===== config.mk =====
export PLATFORM = sky130hd
export DESIGN_NAME = pi_top
export DESIGN_NICKNAME = d
export VERILOG_FILES = /design/src/hdl/pi_pkg.sv /design/src/hdl/pi_control.sv /design/src/hdl/pi_channel.sv /design/src/hdl/pi_grant.sv /design/src/hdl/pi_top.sv
export SDC_FILE = /design/constraint.sdc
export NUM_CORES = 1
export LEC_CHECK = 0
export ABC_AREA = 1
export BUFFER_PORTS_ARGS = -buffer_cell sky130_fd_sc_hd__buf_2
export CAP_MARGIN = 10
export CORE_ASPECT_RATIO = 0.8
export CORE_MARGIN = 4
export CORE_UTILIZATION = 35
export DETAILED_ROUTE_END_ITERATION = 16
export HOLD_SLACK_MARGIN = 0.06
export PLACE_DENSITY = 0.55
export SYNTH_ARGS = -nofsm -noshare
export SYNTH_HDL_FRONTEND = slang
export SYNTH_SLANG_ARGS = --single-unit
export TNS_END_PERCENT = 50

===== constraint.sdc =====
create_clock -name clk -period 3.7 [get_ports clk]
set_input_delay 0.37 -clock clk [delete_from_list [all_inputs] [get_ports clk]]
set_output_delay 0.37 -clock clk [all_outputs]
set_load 0.03 [all_outputs]

===== src/hdl/pi_pkg.sv =====
`default_nettype none

package pi_pkg;

	// a 3-bit channel number reaches channels 1 to 7
	localparam int pi_max_chan = 7;

	// encoded channel number, 0 means none
	typedef logic [2:0] pi_chan_t;

	// command port opcodes
	typedef enum logic [2:0] {
		PI_OP_NOP      = 3'd0,
		PI_OP_RESET    = 3'd1,
		PI_OP_SET_MASK = 3'd2,	// set pio bits from data
		PI_OP_CLR_MASK = 3'd3,	// clear pio bits from data
		PI_OP_ON       = 3'd4,
		PI_OP_OFF      = 3'd5,
		PI_OP_CLR_REQ  = 3'd6,	// withdraw pending pir bits
		PI_OP_DISMISS  = 3'd7	// drop highest hold
	} pi_op_e;

	// grant handshake toward the processor
	typedef enum logic [1:0] {
		GR_IDLE  = 2'd0,
		GR_OFFER = 2'd1,	// int_req up, waiting for int_ack
		GR_DROP  = 2'd2	// waiting for int_ack to fall
	} pi_grant_e;

endpackage

`default_nettype wire


===== src/hdl/pi_control.sv =====
`timescale 1ns/1ps
`default_nettype none

module pi_control import pi_pkg::*; #(
	parameter int NUM_CHAN = 7
) (
	input  logic              clk,
	input  logic              pi_reset,
	input  logic              cmd_req,
	input  pi_op_e            cmd_op,
	input  logic [1:NUM_CHAN] cmd_data,
	output logic              cmd_ack,
	output logic              active,
	output logic              clr_all,
	output logic              dismiss,
	output logic [1:NUM_CHAN] mask_set,
	output logic [1:NUM_CHAN] mask_clr,
	output logic [1:NUM_CHAN] req_clr
);

	logic cmd_start;	// first cycle of a command
	logic go_on;
	logic go_off;

	// ack not yet up, so this is a fresh request
	assign cmd_start = cmd_req & ~cmd_ack;

	// four-phase ack follows req one edge later
	always_ff @(posedge clk) begin
		if (pi_reset) begin
			cmd_ack <= 1'b0;
		end else begin
			cmd_ack <= cmd_req;
		end
	end

	// opcode decode into strobes for the slices
	always_comb begin
		clr_all  = 1'b0;
		dismiss  = 1'b0;
		go_on    = 1'b0;
		go_off   = 1'b0;
		mask_set = '0;
		mask_clr = '0;
		req_clr  = '0;
		if (cmd_start) begin
			case (cmd_op)
				PI_OP_RESET:
					clr_all = 1'b1;
				PI_OP_SET_MASK:
					mask_set = cmd_data;
				PI_OP_CLR_MASK:
					mask_clr = cmd_data;
				PI_OP_ON:
					go_on = 1'b1;
				PI_OP_OFF:
					go_off = 1'b1;
				PI_OP_CLR_REQ:
					req_clr = cmd_data;
				PI_OP_DISMISS:
					dismiss = 1'b1;
				default: begin
				end
			endcase
		end
	end

	always_ff @(posedge clk) begin
		if (pi_reset) begin
			active <= 1'b0;
		end else if (clr_all | go_off) begin
			active <= 1'b0;
		end else if (go_on) begin
			active <= 1'b1;
		end
	end

	// ack only answers a live request
	a_ack_needs_req: assert property (@(posedge clk) disable iff (pi_reset)
		$rose(cmd_ack) |-> $past(cmd_req));

	// outside must hold the opcode through the handshake
	a_op_stable: assert property (@(posedge clk) disable iff (pi_reset)
		cmd_req && cmd_ack |-> $stable(cmd_op));

endmodule

`default_nettype wire


===== src/hdl/pi_channel.sv =====
`timescale 1ns/1ps
`default_nettype none

module pi_channel (
	input  logic clk,
	input  logic pi_reset,
	input  logic dev_req,
	input  logic mask_set,
	input  logic mask_clr,
	input  logic req_clr,
	input  logic clr_all,
	input  logic dismiss,
	input  logic take,
	input  logic ok_in,
	input  logic held_above_in,
	output logic ok_out,
	output logic held_above_out,
	output logic chan_req,
	output logic pio,
	output logic pir,
	output logic pih
);

	logic dismiss_me;	// this hold is the highest one

	// priority chain, blocked by a hold or a request here
	assign chan_req       = ok_in & ~pih & pir;
	assign ok_out         = ok_in & ~pih & ~pir;
	assign held_above_out = held_above_in | pih;

	assign dismiss_me = dismiss & pih & ~held_above_in;

	// mask
	always_ff @(posedge clk) begin
		if (pi_reset | clr_all) begin
			pio <= 1'b0;
		end else if (mask_set) begin
			pio <= 1'b1;
		end else if (mask_clr) begin
			pio <= 1'b0;
		end
	end

	// request, captured only through the mask
	always_ff @(posedge clk) begin
		if (pi_reset | clr_all) begin
			pir <= 1'b0;
		end else if (take | req_clr) begin
			pir <= 1'b0;
		end else if (dev_req & pio) begin
			pir <= 1'b1;
		end
	end

	// hold
	always_ff @(posedge clk) begin
		if (pi_reset) begin
			pih <= 1'b0;
		end else if (take) begin
			pih <= 1'b1;	// a grant in flight still lands
		end else if (clr_all | dismiss_me) begin
			pih <= 1'b0;
		end
	end

	a_req_not_held: assert property (@(posedge clk) disable iff (pi_reset)
		!(chan_req && pih));

	// take only reaches a channel without a hold
	a_take_unheld: assert property (@(posedge clk) disable iff (pi_reset)
		take |-> !pih);

endmodule

`default_nettype wire


===== src/hdl/pi_grant.sv =====
`timescale 1ns/1ps
`default_nettype none

module pi_grant import pi_pkg::*; #(
	parameter int NUM_CHAN = 7
) (
	input  logic              clk,
	input  logic              pi_reset,
	input  logic [1:NUM_CHAN] chan_req,
	input  logic              int_ack,
	output logic              int_req,
	output pi_chan_t          int_chan,
	output logic [1:NUM_CHAN] take
);

	pi_grant_e         state;
	pi_chan_t          win_chan;	// encoded chain winner
	logic [1:NUM_CHAN] take_vec;	// int_chan back to one-hot
	logic              have_win;

	// channel number must fit in pi_chan_t
	if (NUM_CHAN < 1 || NUM_CHAN > pi_max_chan) begin : g_chan_range
		$error("pi_grant: NUM_CHAN out of range");
	end

	// chain gives at most one winner, so or-ing indices is enough
	always_comb begin
		win_chan = '0;
		for (int i = 1; i <= NUM_CHAN; i++) begin
			if (chan_req[i]) begin
				win_chan = win_chan | pi_chan_t'(i);
			end
		end
	end

	assign have_win = (win_chan != '0);

	always_comb begin
		take_vec = '0;
		for (int i = 1; i <= NUM_CHAN; i++) begin
			take_vec[i] = (int_chan == pi_chan_t'(i));
		end
	end

	always_ff @(posedge clk) begin
		if (pi_reset) begin
			state    <= GR_IDLE;
			int_req  <= 1'b0;
			int_chan <= '0;
			take     <= '0;
		end else begin
			take <= '0;	// single cycle pulse
			case (state)
				GR_IDLE: begin
					if (have_win) begin
						int_chan <= win_chan;
						int_req  <= 1'b1;
						state    <= GR_OFFER;
					end
				end
				GR_OFFER: begin
					// offer stays frozen until the processor answers
					if (int_ack) begin
						take    <= take_vec;
						int_req <= 1'b0;
						state   <= GR_DROP;
					end
				end
				GR_DROP: begin
					if (!int_ack) begin
						state <= GR_IDLE;
					end
				end
				default: begin
					state <= GR_IDLE;
				end
			endcase
		end
	end

	// slices must agree on a single winner
	a_one_winner: assert property (@(posedge clk) disable iff (pi_reset)
		$onehot0(chan_req));

	a_chan_stable: assert property (@(posedge clk) disable iff (pi_reset)
		state == GR_OFFER && $past(state) == GR_OFFER |-> $stable(int_chan));

endmodule

`default_nettype wire


===== src/hdl/pi_top.sv =====
`timescale 1ns/1ps
`default_nettype none

module pi_top import pi_pkg::*; #(
	parameter int NUM_CHAN = 7
) (
	input  logic              clk,
	input  logic              pi_reset,
	input  logic              cmd_req,
	input  pi_op_e            cmd_op,
	input  logic [1:NUM_CHAN] cmd_data,
	input  logic [1:NUM_CHAN] dev_req,
	input  logic              int_ack,
	output logic              cmd_ack,
	output logic              int_req,
	output pi_chan_t          int_chan,
	output logic              pi_active,
	output logic [1:NUM_CHAN] pio,
	output logic [1:NUM_CHAN] pir,
	output logic [1:NUM_CHAN] pih
);

	logic                clr_all;
	logic                dismiss;
	logic [1:NUM_CHAN]   mask_set;
	logic [1:NUM_CHAN]   mask_clr;
	logic [1:NUM_CHAN]   req_clr;
	logic [1:NUM_CHAN]   chan_req;
	logic [1:NUM_CHAN]   take;
	logic [1:NUM_CHAN+1] ok;	// priority chain, channel 1 first
	logic [1:NUM_CHAN+1] held_above;

	assign ok[1]         = pi_active;
	assign held_above[1] = 1'b0;

	pi_control #(
		.NUM_CHAN (NUM_CHAN)
	) u_control (
		.clk      (clk),
		.pi_reset (pi_reset),
		.cmd_req  (cmd_req),
		.cmd_op   (cmd_op),
		.cmd_data (cmd_data),
		.cmd_ack  (cmd_ack),
		.active   (pi_active),
		.clr_all  (clr_all),
		.dismiss  (dismiss),
		.mask_set (mask_set),
		.mask_clr (mask_clr),
		.req_clr  (req_clr)
	);

	for (genvar i = 1; i <= NUM_CHAN; i++) begin : g_chan
		pi_channel u_chan (
			.clk            (clk),
			.pi_reset       (pi_reset),
			.dev_req        (dev_req[i]),
			.mask_set       (mask_set[i]),
			.mask_clr       (mask_clr[i]),
			.req_clr        (req_clr[i]),
			.clr_all        (clr_all),
			.dismiss        (dismiss),
			.take           (take[i]),
			.ok_in          (ok[i]),
			.held_above_in  (held_above[i]),
			.ok_out         (ok[i+1]),
			.held_above_out (held_above[i+1]),
			.chan_req       (chan_req[i]),
			.pio            (pio[i]),
			.pir            (pir[i]),
			.pih            (pih[i])
		);
	end

	pi_grant #(
		.NUM_CHAN (NUM_CHAN)
	) u_grant (
		.clk      (clk),
		.pi_reset (pi_reset),
		.chan_req (chan_req),
		.int_ack  (int_ack),
		.int_req  (int_req),
		.int_chan (int_chan),
		.take     (take)
	);

endmodule

`default_nettype wire


# Word-level counts from Yosys, hierarchy flattened
# Index checks and enable logic that the tools add are counted.
classes:
  muxes: 56
  reduce_logical: 29
  bitwise: 83
  n_eq_ne: 19
ops:
  columns: ["op", "n"]
  rows:
  - ["$mux W7", 6]
  - ["$and A1 B1 Y1", 41]
  - ["$mux W1", 39]
  - ["$reduce_bool A2 Y1", 15]
  - ["$eq A3 B3 Y1 const B", 8]
  - ["$not A1 Y1", 21]
  - ["$or A1 B1 Y1", 21]
  - ["$reduce_or A2 Y1", 8]
  - ["$eq A3 B2 Y1 const B", 4]
  - ["$mux W3", 4]
  - ["$mux W2", 5]
  - ["$eq A3 B1 Y1 const B", 2]
  - ["$pmux W2 S3", 1]
  - ["$reduce_and A3 Y1", 2]
  - ["$ne A2 B2 Y1 const B", 2]
  - ["$reduce_bool A3 Y1", 1]
  - ["$reduce_or A3 Y1", 1]
  - ["$eq A2 B1 Y1 const B", 1]
  - ["$eq A2 B2 Y1 const B", 1]
  - ["$logic_not A2 Y1", 1]
  - ["$ne A2 B1 Y1 const B", 1]
  - ["$pmux W1 S2", 1]
  - ["$reduce_and A2 Y1", 1]
totals:
  output_inout_bits: 27
  regBits: 36

# Longest topological paths before layout
logic_depth:
  word_depth: 19
  ltp_mapped: 9
  depth_no_buf: 9

# Modules after synthesis
# Synthesis repeated with hierarchy kept, for this count alone.
unflattened:
  hier_cells: 283
  hier_area_um2: 1804.2
by_module_without_submodules:
  columns: ["module", "cells_each", "area_per_inst_um2", "instances"]
  rows:
  - ["pi_channel", 24, 151.4, 7]
  - ["pi_grant", 65, 508.0, 1]
  - ["pi_control", 49, 232.7, 1]
  - ["pi_top", 1, 3.8, 1]

# Worst setup path after synthesis
# OpenSTA, ideal clock, no wires.
synth_timing:
  path_kind: "reg2reg"
  startpoint: "reg u_control.active"
  endpoint: "reg u_grant.int_chan[0]"
  path_slack_ns: 2.212
  stages_incl_launch_ff: 8
  synth_period_minus_slack_ns: 1.488
  arrival_ns: 1.373
  path_cell_list: "dfxtp_1 nand3b_4 nor2_4 nand4_1 nand2_1 o21bai_4 a21oi_1 nor2_1"
synth_via:
  elab_chain_cells: 17
  elab_cells_between_ends: 29
  classes_between: "mux (7); bitwise (20); reduce/logical (2)"
synth_lines:
  columns: ["item", "line_no", "source"]
  rows:
  - ["start: declaration", "pi_control.sv:13", "output logic active,"]
  - ["start signal: assignment", "pi_control.sv:70", "active <= 1'b0;"]
  - ["start signal: assignment", "pi_control.sv:72", "active <= 1'b0;"]
  - ["start signal: assignment", "pi_control.sv:74", "active <= 1'b1;"]
  - ["$and A1 B1 Y1 (*)", "pi_channel.sv:27, pi_channel.sv:28", null]
  - ["$and A1 B1 Y1", "pi_channel.sv:28", "assign ok_out = ok_in & ~pih & ~pir;"]
  - ["$and A1 B1 Y1", "pi_channel.sv:27, pi_channel.sv:28", null]
  - ["$and A1 B1 Y1", "pi_channel.sv:28", null]
  - ["$and A1 B1 Y1", "pi_channel.sv:27, pi_channel.sv:28", null]
  - ["$and A1 B1 Y1", "pi_channel.sv:28", null]
  - ["$and A1 B1 Y1", "pi_channel.sv:27, pi_channel.sv:28", null]
  - ["$and A1 B1 Y1", "pi_channel.sv:28", null]
  - ["$and A1 B1 Y1", "pi_channel.sv:27, pi_channel.sv:28", null]
  - ["$and A1 B1 Y1", "pi_channel.sv:28", null]
  - ["$and A1 B1 Y1", "pi_channel.sv:27, pi_channel.sv:28", null]
  - ["$and A1 B1 Y1", "pi_channel.sv:28", null]
  - ["$and A1 B1 Y1 (2 in series)", "pi_channel.sv:27", "assign chan_req = ok_in & ~pih & pir;"]
  - ["$mux W3 (*)", "pi_grant.sv:30", "if (chan_req[i]) begin"]
  - ["$reduce_bool A3 Y1", "pi_grant.sv:36", "assign have_win = (win_chan != '0);"]
  - ["$reduce_and A2 Y1 (no line)", null, null]
  - ["end signal: assignment", "pi_grant.sv:56", "int_chan <= win_chan;"]
  - ["end: declaration", "pi_grant.sv:12", "output pi_chan_t int_chan,"]
# Every way passes the cells marked *; elsewhere a longest branch is shown, timed or not.
# A chain may end at the register's enable or synchronous reset.

# Worst setup path after layout
layout_timing:
  startpoint: "reg g_chan[1].u_chan.pih"
  endpoint: "reg u_grant.state[0]"
layout_via:
  elab_chain_cells: 19
  elab_cells_between_ends: 31
  classes_between: "eq/ne (1); mux (7); bitwise (21); reduce/logical (2)"
layout_lines:
  columns: ["item", "line_no", "source"]
  rows:
  - ["start: declaration", "pi_channel.sv:21", "output logic pih"]
  - ["start signal: assignment", "pi_channel.sv:58", "pih <= 1'b0;"]
  - ["start signal: assignment", "pi_channel.sv:60", "pih <= 1'b1;"]
  - ["start signal: assignment", "pi_channel.sv:62", "pih <= 1'b0;"]
  - ["$not A1 Y1 (*)", "pi_channel.sv:27, pi_channel.sv:28", null]
  - ["$and A1 B1 Y1 (*)", "pi_channel.sv:27, pi_channel.sv:28", null]
  - ["$and A1 B1 Y1", "pi_channel.sv:28", null]
  - ["$and A1 B1 Y1", "pi_channel.sv:27, pi_channel.sv:28", null]
  - ["$and A1 B1 Y1", "pi_channel.sv:28", null]
  - ["$and A1 B1 Y1", "pi_channel.sv:27, pi_channel.sv:28", null]
  - ["$and A1 B1 Y1", "pi_channel.sv:28", null]
  - ["$and A1 B1 Y1", "pi_channel.sv:27, pi_channel.sv:28", null]
  - ["[2 not listed]", null, null]
  - ["$and A1 B1 Y1", "pi_channel.sv:28", null]
  - ["$and A1 B1 Y1", "pi_channel.sv:27, pi_channel.sv:28", null]
  - ["$and A1 B1 Y1", "pi_channel.sv:28", null]
  - ["$and A1 B1 Y1 (2 in series)", "pi_channel.sv:27", null]
  - ["$mux W3 (*)", "pi_grant.sv:30", null]
  - ["$reduce_bool A3 Y1 (*)", "pi_grant.sv:36", null]
  - ["$ne A2 B1 Y1 (no line) (*)", null, null]
  - ["$reduce_and A3 Y1 (no line) (*)", null, null]
  - ["end signal: assignment", "pi_grant.sv:47", "state <= GR_IDLE;"]
  - ["end signal: assignment", "pi_grant.sv:58", "state <= GR_OFFER;"]
  - ["end signal: assignment", "pi_grant.sv:66", "state <= GR_DROP;"]
  - ["end: declaration", "pi_grant.sv:16", "pi_grant_e state;"]
# Marked as above.

==> results.ini <==
[pwr]
finalPower_uw=747
power_frac_clock=0.400
p_sw_frac=0.231
internal_power_uw=574
p_per_area_nw_per_um2=374
switchingPower_uw=173
power_leakage_uw=0.000907
pwr-share-seq=0.528
vdd_drop_max_mv=0.223
p_comb_frac=0.073

[synthesis]
netlist_area_um2=1760
synth_top_area_frac=0.410
ys.flop_type=dfxtp_1
ys_seq_area_frac=0.410
synthArstFlopShare=0
synth_area_leaders=dfxtp_1 (41%), buf_4 (9.4%), nand2_1 (8.5%)
synth_common_cells=nand2_1 (40), dfxtp_1 (36), buf_4 (22), inv_1 (22), nor2_1 (20)
yosysTopAreaCell=dfxtp_1
avgSynthCellArea_um2=8.14
synth.distinct_cells=31
postSynthCellCount=216
yosysMostFrequentCell=nand2_1
ys_warn_count=0
synth_edf_count=0
synth_nets=237
ys_ff_latch=36

[floorplan]
core_area_um2=4730
die_height_um=71.4
dieArea_um2=6230
die_w_um=87.3
io_pins=48
start_util=0.372
rows=22

[detailed_routing]
drt_pass1_iterations=4
vias_per_cell=4.96
drtIter0Drc=151
drc=0
ant_nets=0
post_drt_wl_per_cell_um=13.5
wl_um=4150
via_count=1523

[global_route]
grt_pass1_wl_um=6810
antenna_found_initial=0
grt_pass1_vias=1425
grt_overflow=0
track_usage=0.141
grt_max_degree=19

[cts]
clock-sinks=36
cts_made_buffers=5
ctsResizeCount=0
post_cts_buffers=0
ctsHoldBuffers=0
insertion_delay_ns=0.29
clk_root_buffer_cell=clkbuf_8
tritoncts=yes
path_clk_slew_ns=0.07
cts_buffer_depth=2
ctsHtreeMaxLevel=2

[setup_path]
end_kind=flip-flop
critical_path_required_ns=3.88
crit_start=g_chan[1].u_chan.pih
crit_path_start_kind=flip-flop
r2r-start=g_chan[1].u_chan.pih
critPathMaxFanout=6
path_class=reg2reg
arrival_ns=1.70

[placement]
place_congestion=0.855
port_buffers=47
hpwl_um=3350

[finish]
syn_to_final_growth_pct=13.4
layout-drive-gt1-share=0.312
utilization=0.422
layout.nets=268
n_antenna_cell=0
n_fill_cell=514

[timing]
finalCritPeriodShare=0.410
hold_violations=0
whs_ns=0.306
rsz0062_at_grt=false
slew_headroom=0.517
slew_viol_final=0
tightest_slew_ns=0.719
finalCriticalPeriod_ns=1.52
setup_violations=0
fmax_mhz=659
finClkSkew_ns=0.00544
final.setup.tns_ns=0

[min_path]
hold_path_class=in2reg
hp-start=cmd_req

[flow_run]
maxCapViolCount=0

[status]
status=completed

## layer usage
metal / wire length, um / track usage
met1: 2140 / 0.205
met2: 1650 / 0.193
met3: 294 / 0.0379
met4: 72 / 0.0613
met5: 0 / 0
## registers in the layout (all words and copies together), names as in the netlist, 2 cells and up
signal	count
g_chan.u_chan.pih	7
g_chan.u_chan.pio	7
g_chan.u_chan.pir	7
u_grant.int_chan	3
u_grant.state	2
u_grant.take	7
## final cells by class
class / count / area [um2] / share of cell area
sequential: 36 / 721 / 0.361
tap: 60 / 75.1 / 0.0376
timing repair buffer: 47 / 235 / 0.118
inverter: 25 / 93.8 / 0.0470
multi-input combinational: 132 / 774 / 0.388
clock buffer: 7 / 96.3 / 0.0483
## cell usage in the layout, fill, tap and decap left out, types with 2 or more instances in the layout
cell type,instances
nand3_1,5
buf_2,47
dfxtp_1,36
o21ai_0,2
a21oi_2,2
nor3_2,2
nand3_2,5
a32o_1,3
inv_1,22
a21oi_1,17
nor2_1,20
o211ai_1,2
nor2_4,3
clkbuf_8,7
nand2_2,2
nor3_1,6
a2111oi_0,7
nand4_1,2
nand4_2,2
o31ai_1,3
nand2_1,40
inv_2,3
## logic make-up after synthesis
logic type,Yosys count,synth area share
buffers and inverters,48,0.150
AO/OA/AOI/OAI,40,0.166
flip-flops,36,0.410
AND/OR/NAND/NOR,92,0.274
## power groups by stage
stage / clock, uW / combinational [uW] / sequential, uW
finish: 298 / 54.2 / 394
global placement: 0 / 53.8 / 403
global route: 322 / 61.2 / 394
floorplan: 0 / 33.1 / 404
detailed placement: 0 / 54.5 / 403
CTS: 308 / 54.6 / 394
## per-stage QoR
stage	instances	cell area (um2)	worst slack (ns)
after global routing	307	2000	2.05
after detailed placement	300	1900	2.04
final	307	2000	2.18
after floorplan	216	1760	2.21
after global placement	300	1900	2.07
after CTS	307	2000	2.19
## worst paths after layout
check                         endpoint  slack (ns)  cells after the start
setup / recovery      u_grant.state[0]        2.18                      9
setup reg to reg      u_grant.state[0]        2.18                      9
hold reg to reg   g_chan[1].u_chan.pir        0.44                      1
hold / removal       u_control.cmd_ack        0.31                      3
## critical path: stages (launching register included)
cell      delay [ns]
dfxtp_1         0.46
nor2_4          0.07
nand3_1         0.09
nor2_1          0.05
a21oi_2         0.13
nand3_2         0.13
o21bai_4        0.23
o211ai_1        0.12
nand2_1         0.08
inv_1           0.04
Power figures use the tool's default switching activity.
